`src/common/alu_pkg.sv`:
```
// Shared definitions for the 16-bit execute-stage ALU
// Opcodes C to F are not in the enum and are treated as invalid by the merge block
// Widths are fixed by the teaching CPU. Changing data_w also changes the saturation limits

package alu_pkg;

  //////////////////////////////////////////////////////////////////////
  // Widths
  //////////////////////////////////////////////////////////////////////
  localparam int op_w    = 4;   // Opcode field
  localparam int data_w  = 16;  // Operand and result width
  localparam int shamt_w = 4;   // Shift and rotate amount, taken from b
  localparam int byte_w  = 8;   // Byte lanes for RED, LLB and LHB
  localparam int nib_w   = 4;   // Nibble lanes for PADDSB

  // Signed saturation limits for ADD/SUB
  localparam logic [data_w-1:0] sat_max = {1'b0, {(data_w-1){1'b1}}};  // 7FFF
  localparam logic [data_w-1:0] sat_min = {1'b1, {(data_w-1){1'b0}}};  // 8000

  //////////////////////////////////////////////////////////////////////
  // Opcodes
  //////////////////////////////////////////////////////////////////////
  // Encoding follows the CPU ISA. Codes C..F are left unused
  typedef enum logic [op_w-1:0] {
    op_add    = 4'h0,  // Saturating add
    op_sub    = 4'h1,  // Saturating subtract
    op_xor    = 4'h2,
    op_red    = 4'h3,  // Reduction add of four signed bytes
    op_sll    = 4'h4,
    op_sra    = 4'h5,
    op_ror    = 4'h6,
    op_paddsb = 4'h7,  // Four parallel saturating nibble adds
    op_lw     = 4'h8,  // Address formation, wraps
    op_sw     = 4'h9,  // Same address formation as LW
    op_llb    = 4'hA,  // Load low byte
    op_lhb    = 4'hB   // Load high byte
  } alu_op_e;

  //////////////////////////////////////////////////////////////////////
  // Request bundle
  //////////////////////////////////////////////////////////////////////
  // One request, as fanned out by the top level to both units
  typedef struct packed {
    alu_op_e           op;
    logic [data_w-1:0] a;  // Operand A, also the base for LW/SW
    logic [data_w-1:0] b;  // Operand B, low bits give the shift amount
  } alu_req_s;

endpackage

```
`src/common/flag_pkg.sv`:
```
// Condition flags and unit result types for the execute-stage ALU
// Flag write rule: ADD/SUB write Z, V and N; XOR and the shifts write Z only
// Every other opcode, the invalid ones included, leaves the flags alone

package flag_pkg;

  import alu_pkg::*;

  // Condition flags as seen by a branch unit
  typedef struct packed {
    logic z;  // Result was zero
    logic v;  // Signed overflow, saturated
    logic n;  // Result sign bit
  } alu_flags_s;

  // Which flags an opcode may write
  typedef enum logic [1:0] {
    fc_none   = 2'd0,
    fc_z_only = 2'd1,
    fc_zvn    = 2'd2
  } flag_class_e;

  // Output of one functional unit
  typedef struct packed {
    logic [data_w-1:0] value;
    logic              ovf;    // Only the arithmetic unit raises this
  } unit_res_s;

  // Opcode to flag write class
  function automatic flag_class_e flag_class_of(input alu_op_e op);
    flag_class_e fc;
    case (op)
      op_add, op_sub:                 fc = fc_zvn;
      op_xor, op_sll, op_sra, op_ror: fc = fc_z_only;
      default:                        fc = fc_none;  // Also C..F
    endcase
    return fc;
  endfunction

endpackage

```
`src/source/arith_unit.sv`:
```
// Arithmetic unit, purely combinational
// ADD/SUB saturate to 7FFF or 8000 on signed overflow and raise ovf
// LW/SW form a + (b << 1) with bit 0 of a cleared, wrap silently, never raise ovf
// All other opcodes give zero

`timescale 1ns/10ps

module arith_unit
  import alu_pkg::*;
  import flag_pkg::*;
(
  input  alu_req_s  req,
  output unit_res_s res
);

  logic [data_w-1:0] sum;      // Raw a + b
  logic [data_w-1:0] diff;     // Raw a - b
  logic [data_w-1:0] addr_a;   // Halfword-aligned base
  logic [data_w-1:0] addr_b;   // Offset in halfwords
  logic              add_ovf;
  logic              sub_ovf;
  logic              a_neg;

  //////////////////////////////////////////////////////////////////////
  // Raw sums and overflow detection
  //////////////////////////////////////////////////////////////////////
  assign sum  = req.a + req.b;
  assign diff = req.a - req.b;
  assign a_neg = req.a[data_w-1];

  // Overflow when operand signs match and the sum sign flips
  assign add_ovf = (a_neg == req.b[data_w-1]) && (sum[data_w-1] != a_neg);
  // Overflow when operand signs differ and the result sign leaves that of a
  assign sub_ovf = (a_neg != req.b[data_w-1]) && (diff[data_w-1] != a_neg);

  // LW/SW operand shaping
  assign addr_a  = {req.a[data_w-1:1], 1'b0};   // Clear bit 0
  assign addr_b  = {req.b[data_w-2:0], 1'b0};   // Word offset to byte offset

  // Overflow direction follows the sign of a for both add and subtract
  function automatic logic [data_w-1:0] saturate(
    input logic [data_w-1:0] raw,
    input logic              ovf,
    input logic              neg
  );
    if (!ovf)
      return raw;
    return neg ? sat_min : sat_max;
  endfunction

  //////////////////////////////////////////////////////////////////////
  // Result select
  //////////////////////////////////////////////////////////////////////
  always_comb begin
    res = '0;  // Non-arithmetic opcodes
    case (req.op)
      op_add: begin
        res.value = saturate(sum, add_ovf, a_neg);
        res.ovf   = add_ovf;
      end
      op_sub: begin
        res.value = saturate(diff, sub_ovf, a_neg);
        res.ovf   = sub_ovf;
      end
      op_lw, op_sw: begin
        res.value = addr_a + addr_b;  // Wraps without saturation
      end
      default: begin
        res = '0;
      end
    endcase
  end

endmodule

```
`src/source/logic_shift_unit.sv`:
```
// Logic, shift and byte unit, purely combinational
// Shift and rotate amounts come from b[3:0], so shifts of 0..15 only
// RED sums four signed bytes, result sign-extended from the true sum
// PADDSB lanes saturate independently to -8..+7. ovf is always low

`timescale 1ns/10ps

module logic_shift_unit
  import alu_pkg::*;
  import flag_pkg::*;
(
  input  alu_req_s  req,
  output unit_res_s res
);

  logic [shamt_w-1:0]  shamt;      // Shift or rotate amount
  logic [data_w-1:0]   xor_val;
  logic [data_w-1:0]   red_val;
  logic [data_w-1:0]   sll_val;
  logic [data_w-1:0]   sra_val;
  logic [2*data_w-1:0] ror_wide;   // Two copies of a, shifted right
  logic [data_w-1:0]   paddsb_val;
  logic [data_w-1:0]   llb_val;
  logic [data_w-1:0]   lhb_val;

  //////////////////////////////////////////////////////////////////////
  // Helpers
  //////////////////////////////////////////////////////////////////////
  function automatic logic [data_w-1:0] sext_byte(input logic [byte_w-1:0] v);
    return {{(data_w-byte_w){v[byte_w-1]}}, v};
  endfunction

  // Lane-wise signed nibble add with saturation
  function automatic logic [data_w-1:0] nibble_sat_add(
    input logic [data_w-1:0] x,
    input logic [data_w-1:0] y
  );
    logic [data_w-1:0] acc;
    logic [nib_w:0]    s;       // One guard bit for the lane
    acc = '0;
    for (int i = 0; i < data_w / nib_w; i++) begin
      s = {x[i*nib_w+nib_w-1], x[i*nib_w +: nib_w]}
        + {y[i*nib_w+nib_w-1], y[i*nib_w +: nib_w]};
      if (s[nib_w] != s[nib_w-1]) begin
        // Guard bit gives the true sign
        acc[i*nib_w +: nib_w] = s[nib_w] ? {1'b1, {(nib_w-1){1'b0}}}   // -8
                                         : {1'b0, {(nib_w-1){1'b1}}};  // +7
      end else begin
        acc[i*nib_w +: nib_w] = s[nib_w-1:0];
      end
    end
    return acc;
  endfunction

  //////////////////////////////////////////////////////////////////////
  // Per-opcode datapaths
  //////////////////////////////////////////////////////////////////////
  assign shamt   = req.b[shamt_w-1:0];
  assign xor_val = req.a ^ req.b;

  // Four signed bytes sum to at most 10 bits of range
  assign red_val = sext_byte(req.a[data_w-1:byte_w]) + sext_byte(req.a[byte_w-1:0])
                 + sext_byte(req.b[data_w-1:byte_w]) + sext_byte(req.b[byte_w-1:0]);

  assign sll_val  = req.a << shamt;
  assign sra_val  = $signed(req.a) >>> shamt;  // Sign fill
  assign ror_wide = {req.a, req.a} >> shamt;   // Low half is the rotate

  assign paddsb_val = nibble_sat_add(req.a, req.b);

  assign llb_val = {req.a[data_w-1:byte_w], req.b[byte_w-1:0]};  // Keep a high byte
  assign lhb_val = {req.b[byte_w-1:0], req.a[byte_w-1:0]};       // Keep a low byte

  //////////////////////////////////////////////////////////////////////
  // Result select
  //////////////////////////////////////////////////////////////////////
  always_comb begin
    res = '0;
    case (req.op)
      op_xor:    res.value = xor_val;
      op_red:    res.value = red_val;
      op_sll:    res.value = sll_val;
      op_sra:    res.value = sra_val;
      op_ror:    res.value = ror_wide[data_w-1:0];
      op_paddsb: res.value = paddsb_val;
      op_llb:    res.value = llb_val;
      op_lhb:    res.value = lhb_val;
      default:   res.value = '0;   // Arithmetic or invalid
    endcase
    res.ovf = 1'b0;  // No V flag source here
  end

endmodule

```
`src/source/result_flag_merge.sv`:
```
// Result select, output register and condition-flag register
// One cycle of latency, accepts a request every cycle, no back-pressure
// error pulses with out_valid for opcodes C..F and the result is then zero
// Flags are a held level and only change for opcodes whose class allows it

`timescale 1ns/10ps

module result_flag_merge
  import alu_pkg::*;
  import flag_pkg::*;
(
  input  logic              clk,
  input  logic              rst,
  input  logic              in_valid,
  input  alu_op_e           op,
  input  unit_res_s         arith_res,
  input  unit_res_s         logic_res,
  output logic              out_valid,
  output logic [data_w-1:0] result,
  output logic              error,
  output alu_flags_s        flags
);

  unit_res_s   sel_res;     // Chosen unit output
  logic        sel_err;     // Opcode not recognised
  alu_flags_s  next_flags;  // Flags as computed from sel_res
  flag_class_e fclass;

  //////////////////////////////////////////////////////////////////////
  // Unit select
  //////////////////////////////////////////////////////////////////////
  always_comb begin
    sel_err = 1'b0;
    case (op)
      op_add, op_sub, op_lw, op_sw: sel_res = arith_res;
      op_xor, op_red, op_sll, op_sra, op_ror,
      op_paddsb, op_llb, op_lhb:    sel_res = logic_res;
      default: begin
        sel_res = '0;   // C..F
        sel_err = 1'b1;
      end
    endcase
  end

  assign next_flags.z = (sel_res.value == '0);
  assign next_flags.v = sel_res.ovf;
  assign next_flags.n = sel_res.value[data_w-1];
  assign fclass       = flag_class_of(op);

  //////////////////////////////////////////////////////////////////////
  // Output and flag registers
  //////////////////////////////////////////////////////////////////////
  always_ff @(posedge clk) begin
    if (rst) begin
      out_valid <= 1'b0;
      error     <= 1'b0;
      result    <= '0;
      flags     <= '0;
    end else begin
      out_valid <= in_valid;              // Pulse that follows the strobe
      error     <= in_valid & sel_err;
      if (in_valid) begin
        result <= sel_res.value;          // Holds while idle
        case (fclass)
          fc_zvn:    flags   <= next_flags;
          fc_z_only: flags.z <= next_flags.z;   // V and N keep their value
          default:   flags   <= flags;
        endcase
      end
    end
  end

  // Decode of an unknown opcode would pick a unit at random
  a_op_known: assert property (@(posedge clk) disable iff (rst)
                               in_valid |-> !$isunknown(op))
    else $error("result_flag_merge: op is X with in_valid high");

  // V may only come from a saturating ADD or SUB
  a_logic_no_ovf: assert property (@(posedge clk) disable iff (rst)
                                   in_valid |-> !logic_res.ovf)
    else $error("result_flag_merge: logic unit raised ovf");

  a_addr_no_ovf: assert property (@(posedge clk) disable iff (rst)
                                  in_valid && (op == op_lw || op == op_sw)
                                  |-> !arith_res.ovf)
    else $error("result_flag_merge: ovf raised on LW/SW address formation");

endmodule

```
`src/source/alu_execute.sv`:
```
// Execute-stage ALU top level
// Request on edge k with in_valid high gives out_valid and result at edge k+1
// The consumer must take the result in its out_valid cycle
// Both units see the same request, only the merge block holds state

`timescale 1ns/10ps

module alu_execute
  import alu_pkg::*;
  import flag_pkg::*;
(
  input  logic              clk,
  input  logic              rst,
  input  logic              in_valid,   // One-cycle strobe
  input  alu_op_e           in_op,
  input  logic [data_w-1:0] in_a,
  input  logic [data_w-1:0] in_b,
  output logic              out_valid,  // One-cycle pulse
  output logic [data_w-1:0] result,
  output logic              error,      // Invalid opcode, with out_valid
  output alu_flags_s        flags       // Held level
);

  alu_req_s  req;        // Shared operand bundle
  unit_res_s arith_res;
  unit_res_s logic_res;

  assign req.op = in_op;
  assign req.a  = in_a;
  assign req.b  = in_b;

  //////////////////////////////////////////////////////////////////////
  // Functional units, side by side
  //////////////////////////////////////////////////////////////////////
  arith_unit u_arith (
    .req (req),
    .res (arith_res)
  );

  logic_shift_unit u_logic (
    .req (req),
    .res (logic_res)
  );

  // Select, register, flags
  result_flag_merge u_merge (
    .clk       (clk),
    .rst       (rst),
    .in_valid  (in_valid),
    .op        (in_op),
    .arith_res (arith_res),
    .logic_res (logic_res),
    .out_valid (out_valid),
    .result    (result),
    .error     (error),
    .flags     (flags)
  );

endmodule

```
`config.mk`:
```
export PLATFORM = sky130hd
export DESIGN_NAME = alu_execute
export DESIGN_NICKNAME = d
export VERILOG_FILES = /design/src/common/alu_pkg.sv /design/src/common/flag_pkg.sv /design/src/source/arith_unit.sv /design/src/source/logic_shift_unit.sv /design/src/source/result_flag_merge.sv /design/src/source/alu_execute.sv
export SDC_FILE = /design/constraint.sdc
export NUM_CORES = 1
export LEC_CHECK = 0
export BUFFER_PORTS_ARGS = -buffer_cell sky130_fd_sc_hd__buf_2
export CELL_PAD_IN_SITES_DETAIL_PLACEMENT = 0
export CELL_PAD_IN_SITES_GLOBAL_PLACEMENT = 2
export CORE_ASPECT_RATIO = 0.8
export CORE_MARGIN = 2
export CORE_UTILIZATION = 41
export CTS_BUF_LIST = sky130_fd_sc_hd__clkbuf_2 sky130_fd_sc_hd__clkbuf_4 sky130_fd_sc_hd__clkbuf_8
export DETAILED_ROUTE_END_ITERATION = 6
export PLACE_DENSITY_LB_ADDON = 0.08
export SYNTH_ARGS = -nofsm -noshare
export SYNTH_HDL_FRONTEND = slang
export SYNTH_HIERARCHICAL = 1
export SYNTH_SLANG_ARGS = --single-unit
```
`constraint.sdc`:
```
create_clock -name clk -period 10.5 [get_ports clk]
set_input_delay 1.575 -clock clk [delete_from_list [all_inputs] [get_ports clk]]
set_output_delay 1.575 -clock clk [all_outputs]
set_load 0.05 [all_outputs]
```
==> results.py, run 1 <==
metrics = {
    "outcome": {
        "status": "completed",
    },
    "global_route": {
        "gr-total-overflow": 0,
        "track_usage_pct": 30.8,
        "grt_antenna_before_repair": 0,
        "grt_pass1_wl_mm": 47.1,
        "grt_pass1_vias": 7248,
        "grt_start_max_net_pins": 48,
    },
    "timing": {
        "final_hold_viol_count": 0,
        "fmax_ghz": 0.143,
        "worst-slew-pin-transition_ns": 1.36,
        "fin_crit_ns": 6.97,
        "rsz0062_at_grt": "false",
        "setup-tns-final_ns": 0,
        "hold_slack_ns": 0.484,
        "skew_ns": 0,
        "setup-violations-final": 0,
        "final_max_slew_viol_count": 0,
        "finalCritPeriodShare_pct": 66.4,
        "max-slew-margin-rel_pct": 8.25,
    },
    "synthesis": {
        "synth.avg_cell_area_um2": 7.68,
        "synthAdderAreaFrac_pct": 18.9,
        "netlist_area_um2": 7790,
        "async_reset_ff_share_pct": 0,
        "yosysWarnings": 6,
        "ys_seq_elements": 21,
        "synthMuxAreaShare_pct": 16.9,
        "ys.flop_type": "dfxtp_1",
        "ys_seq_area_share_pct": 5.39,
        "synth_edf_count": 0,
        "synth_compound_area_share_pct": 26.8,
        "synth_xor_area_share_pct": 5.17,
        "synth-simple-area-share_pct": 17.8,
        "syn_nets": 1157,
        "synth_top_family_by_area": "compound AO/OA/AOI/OAI gates",
        "synth_cells": 1015,
        "synth_cell_types": 88,
    },
    "finish": {
        "area_growth_pct": 4.91,
        "fin_nets": 1175,
        "final_area_um2": 8180,
        "nFillCells": 2018,
        "layout-drive-gt1-share_pct": 13.0,
        "postLayoutCoreUtil_pct": 43.5,
        "n_antenna_cell": 0,
    },
    "route": {
        "dr.pass1.iters": 7,
        "routed_wl_mm": 31.4,
        "vias": 8049,
        "post-route-drc-count": 0,
        "wl_per_cell_um": 24.4,
        "viasPerCell": 6.24,
        "drt_iter0_drc": 922,
        "ant_nets": 0,
    },
    "critical_path": {
        "crit_top_cell": "a21oi_1",
        "worstPathMaxFanout": 44,
        "criticalPathCategory": "input pin to register",
        "cp_slowest_cell": "a21oi_1",
        "cp.arrival_ns": 7.16,
        "endpoint_kind": "register",
        "cp_cell_sequence": "buf_2 -> buf_4 -> inv_1 -> ha_1 -> nor2b_1 -> o21ai_1 -> a21oi_1 -> o21ai_1 -> a21oi_1 -> o31ai_1 -> nand2b_1 -> a21oi_1 -> fa_1 -> nand2_1 -> nor2_1 -> a21oi_1 -> nand2_1 -> a221o_1 -> mux2i_1 -> nor2_1 -> a2111oi_1 -> nand4_1 -> o31ai_2",
        "reg2reg_slack_ns": 9.77,
        "cp_slowest_stage_delay_ns": 0.86,
        "start_kind": "input pin",
        "critPathRequiredTime_ns": 10.68,
    },
    "placement": {
        "post-dp-hpwl_mm": 23.7,
        "gp_congestion": 0.967,
        "io_buffers": 59,
        "place_area_um2": 8130,
    },
    "clock_network": {
        "clkSinkCount": 21,
        "clk_path_buf_depth": 2,
        "cts_setup_buffers": 0,
        "cts_resized": 0,
        "clkTransAtPathRegs_ns": 0.08,
        "h-tree-depth": 1,
        "clk_latency_ns": 0.25,
        "cts-buffers-inserted": 3,
        "ctsHoldBuffers": 0,
        "cts_tree": "done",
        "root_buffer": "clkbuf_8",
    },
    "die": {
        "core-area_um2": 18800,
        "die_h_um": 127,
        "io_pins": 60,
        "die_area_um2": 20100,
        "die_x_um": 158,
        "num_rows": 45,
        "initial_core_util_pct": 41.4,
    },
    "power": {
        "clkPwrFrac_pct": 7.7,
        "power.total_w": 0.000684,
        "swShare_pct": 54.7,
        "combPwrFrac_pct": 79.6,
        "ir_worst_vdd_uv": 53.7,
        "p_int_w": 0.000310,
        "leakagePower_nw": 3.71,
        "p_switching_w": 0.000374,
        "p_seq_share_pct": 12.7,
        "pwr_density_cell_nw_per_um2": 83.6,
    },
    "worst_hold_path": {
        "min_path_type": "register to register",
    },
    "job": {
        "maxCapViolations": 0,
    },
}
cell families (layout without fill, tap and decap cells):
kind of cell	count (synthesis)	count (layout)
DFF	21	21
adders and majority gates	103	103
buffers and inverters	146	163
and+or+nand+nor	283	283
muxes	108	108
other	1	1
AOI/OAI and AO/OA	307	307
xor gates and xnor gates	46	46
power groups by stage:
| stage | Clock [W] | Sequential [W] | Combinational, W |
|---|---|---|---|
| 3_3_place_gp | 0 | 0.0000888 | 0.000533 |
| 2_1_floorplan | 0 | 0.000105 | 0.000363 |
| 6_report | 0.0000525 | 0.0000868 | 0.000544 |
| 3_5_place_dp | 0 | 0.0000887 | 0.000527 |
| 4_1_cts | 0.0000536 | 0.0000868 | 0.000530 |
| 5_1_grt | 0.0000573 | 0.0000873 | 0.000589 |
metrics by stage:
step | setup slack, ns | cells
after floorplan | 4.56 | 1015
after global placement | 3.48 | 1286
after detailed placement | 3.38 | 1286
after CTS | 3.62 | 1290
after global routing | 2.96 | 1290
final | 3.53 | 1290
flip-flops by register name, indices dropped and copies added, names as in the netlist:
register and cells:
u_merge/flags 3, u_merge/error 1, u_merge/out_valid 1, u_merge/result 16
per-layer routing:
metal	wire length, µm	track usage [%]	part of all wire [%]
met3	3380	5.60	11
met4	247	2.91	0.79
met2	12300	42.5	39
met5	0	0	0
met1	15500	50.3	49
synth_stat cells (5+ instances only):
master	n	area share, %
a211o_1	11	1.2
a211oi_1	24	2.3
a21o_1	20	1.9
a21oi_1	89	5.7
a221oi_1	7	0.79
and3_1	7	0.56
buf_2	18	1.2
buf_4	5	0.48
buf_6	5	0.72
clkbuf_1	21	1.0
clkbuf_8	6	1.1
dfxtp_1	21	5.4
fa_1	25	6.4
ha_1	78	13
inv_1	84	4.0
mux2_2	29	4.2
mux2i_1	63	8.1
mux4_2	10	2.9
nand2_1	65	3.1
nand2b_1	19	1.5
nand3_1	28	1.8
nand4_1	10	0.80
nor2_1	94	4.5
nor2b_1	12	0.96
nor3_1	14	0.90
o211ai_1	26	2.5
o21ai_0	43	2.8
o21ai_1	8	0.51
o21bai_1	7	0.67
o2bb2ai_1	8	0.90
o31ai_1	10	0.96
or3_1	10	0.80
xnor2_1	33	3.7
xor2_1	13	1.5
critical path, delay by kind of cell:
family,cells,cell delay [ns]
mux,1,0.12
buf+inv,3,0.79
fa+ha+maj,2,0.81
simple gates,7,0.75
compound gates,10,3.07
placed cells by master (no fill, tap or decap), types with 13 or more instances in the layout:
| master | n |
|---|---|
| inv_1 | 84 |
| xor2_1 | 13 |
| ha_1 | 78 |
| nor3_1 | 14 |
| fa_1 | 25 |
| dfxtp_1 | 21 |
| nor2_1 | 94 |
| a21oi_1 | 89 |
| mux2i_1 | 63 |
| xnor2_1 | 33 |
| mux2_2 | 29 |
| nand2b_1 | 19 |
| a211oi_1 | 24 |
| o211ai_1 | 26 |
| nand2_1 | 65 |
| buf_2 | 59 |
| a21o_1 | 20 |
| o21ai_0 | 43 |
| nand3_1 | 28 |
final cells by class:
| type | instances | area (µm²) | share of cell area (%) |
|---|---|---|---|
| multi-input combinational | 848 | 6680 | 81.6 |
| sequential | 21 | 420 | 5.14 |
| timing repair buffer | 70 | 378 | 4.62 |
| inverter | 89 | 334 | 4.09 |
| tap | 258 | 323 | 3.95 |
| clock buffer | 3 | 41.3 | 0.505 |
| clock inverter | 1 | 5.00 | 0.0612 |
worst paths after layout:
kind                                          from                  to  cells past startpoint
worst max-delay path                       in_b[1]    u_merge/flags[2]                     23
worst min register to register  u_merge/result[15]  u_merge/result[15]                      2
worst max register to register    u_merge/flags[1]    u_merge/flags[1]                      2
worst min-delay path            u_merge/result[15]  u_merge/result[15]                      2
Power figures use the tool's default switching activity.
==> inputs of run 2 (changes only) <==
CORE_UTILIZATION = 38   (was 41)
clock period = 6.5 ns   (was 10.5 ns; I/O delays follow)
==> run 2 against run 1 <==
  * Non-clock buffer count grew 14
  * Flip-flop and latch count is the same
  * Hold slack barely moved
  * Sequential share of layout area down 0.073 points
  * Count of clock-buffer cells in the layout grew 1
  * Sequential power rose by 62%
  * Core utilization fell by 1.9 points
  * Critical endpoint unchanged
  * Die area rose by 7.7%
  * Largest cell class unchanged
  * Clock power up 69%
  * Worst setup slack got worse by 2.7 ns
  * First-iteration DRC count is 0.76% lower
  * Largest power group unchanged
==> results.py, run 2 (synthesis gave the netlist of run 1 again) <==
metrics = {
    "clock_network": {
        "clkTransAtPathRegs_ns": 0.08,
        "h-tree-depth": 1,
        "cts_resized": 0,
        "root_buffer": "clkbuf_8",
        "cts-buffers-inserted": 3,
        "clk_latency_ns": 0.25,
        "cts_setup_buffers": 0,
        "cts_tree": "done",
        "clkSinkCount": 21,
        "clk_path_buf_depth": 2,
        "ctsHoldBuffers": 0,
    },
    "placement": {
        "gp_congestion": 0.979,
        "post-dp-hpwl_mm": 26.4,
        "io_buffers": 59,
    },
    "power": {
        "leakagePower_nw": 3.78,
        "ir_worst_vdd_uv": 114,
        "p_seq_share_pct": 12.2,
        "p_switching_w": 0.000636,
        "p_int_w": 0.000515,
        "clkPwrFrac_pct": 7.7,
        "combPwrFrac_pct": 80.1,
        "pwr_density_cell_nw_per_um2": 139,
        "swShare_pct": 55.2,
    },
    "finish": {
        "final_common_cell": "nor2_1",
        "seq_area_um2": 420,
        "largest_register": "u_merge/result",
        "nFillCells": 2140,
        "area_growth_pct": 6.42,
        "final_cell_mix": "94 x nor2_1, 89 x a21oi_1, 84 x inv_1",
        "largestRegisters": "u_merge/result (16), u_merge/flags (3)",
        "multi_input_area_um2": 6680,
        "largest_reg_flops": 16,
        "layout-drive-gt1-share_pct": 14.1,
        "fin_nets": 1189,
        "postLayoutCoreUtil_pct": 41.5,
    },
    "die": {
        "initial_core_util_pct": 39.0,
        "num_rows": 46,
        "die_x_um": 164,
        "core-area_um2": 20000,
        "die_area_um2": 21700,
        "io_pins": 60,
        "die_h_um": 132,
    },
    "critical_path": {
        "critPathRequiredTime_ns": 6.67,
        "endpoint_kind": "register",
        "cp.arrival_ns": 5.82,
        "criticalPathCategory": "input pin to register",
        "worstPathMaxFanout": 12,
        "reg2reg_slack_ns": 5.77,
        "start_kind": "input pin",
    },
    "global_route": {
        "grt_antenna_before_repair": 2,
        "grt_pass1_wl_mm": 48.9,
        "grt_pass1_vias": 7400,
        "track_usage_pct": 30.0,
        "gr-total-overflow": 0,
        "grt_start_max_net_pins": 45,
    },
    "timing": {
        "skew_ns": 0,
        "finalCritPeriodShare_pct": 86.8,
        "fmax_ghz": 0.177,
        "worst-slew-pin-transition_ns": 0.732,
        "final_max_slew_viol_count": 0,
        "fin_crit_ns": 5.64,
        "setup-violations-final": 0,
        "setup-tns-final_ns": 0,
        "rsz0062_at_grt": "false",
        "final_hold_viol_count": 0,
        "max-slew-margin-rel_pct": 50.8,
    },
    "route": {
        "viasPerCell": 6.20,
        "routed_wl_mm": 33.2,
        "post-route-drc-count": 0,
        "wl_per_cell_um": 25.3,
        "drt_iter0_drc": 915,
        "ant_nets": 0,
        "dr.pass1.iters": 6,
        "vias": 8123,
    },
    "job": {
        "maxCapViolations": 0,
    },
    "outcome": {
        "status": "completed",
    },
    "worst_hold_path": {
        "min_path_type": "register to register",
    },
}
## run 2: worst max-delay path, stage by stage
cell,delay (ns)
buf_2,0.28
ha_1,0.35
o21ai_0,0.36
a21oi_1,0.15
o21ai_1,0.27
a21oi_1,0.16
o31ai_1,0.28
nand2b_1,0.09
a21oi_1,0.22
fa_1,0.46
nand2_1,0.10
nor2_1,0.08
a21o_1,0.27
or3_1,0.32
or3_1,0.30
nand3_1,0.09
o211ai_1,0.19
mux2i_1,0.18
nor2_1,0.05
a21oi_1,0.24
nand4_1,0.15
o31ai_2,0.25
## run 2: final cells by class
class | count | area share, %
clock buffer | 4 | 0.588
multi-input combinational | 848 | 80.5
antenna | 1 | 0.0302
timing repair buffer | 84 | 5.82
tap | 264 | 3.98
inverter | 89 | 4.03
sequential | 21 | 5.07
## run 2: power by group through the flow
stage	registers [W]	clock network [W]	logic, W
3_5_place_dp	0.000144	0	0.000889
4_1_cts	0.000141	0.0000898	0.000893
6_report	0.000141	0.0000886	0.000922
5_1_grt	0.000141	0.0000947	0.000987
2_1_floorplan	0.000170	0	0.000586
3_3_place_gp	0.000144	0	0.000899
## run 2: final timing paths
check,startpoint,end,depth (start not counted)
worst max-delay path,in_a[3],u_merge/flags[2],22
worst min-delay path,u_merge/result[15],u_merge/result[15],2
worst max register to register,u_merge/flags[0],u_merge/flags[0],2
worst min register to register,u_merge/result[15],u_merge/result[15],2
## run 2: metal layers
metal  track usage [%]  wire [µm]
met5                 0          0
met4              4.09        472
met3              8.87       3630
met2              41.3      13000
met1              46.3      16200
## run 2: stage by stage
stage	setup slack, ns	cells	total power [W]	cell area, µm²	hold WS (ns)
after floorplan	1.16	1015	0.000756	7790	0.695
after global placement	0.916	1306	0.00104	8240	0.470
after detailed placement	0.819	1306	0.00103	8240	0.474
after CTS	1.05	1310	0.00112	8290	0.488
after global routing	0.623	1310	0.00122	8290	0.515
final	0.855	1311	0.00115	8290	0.484
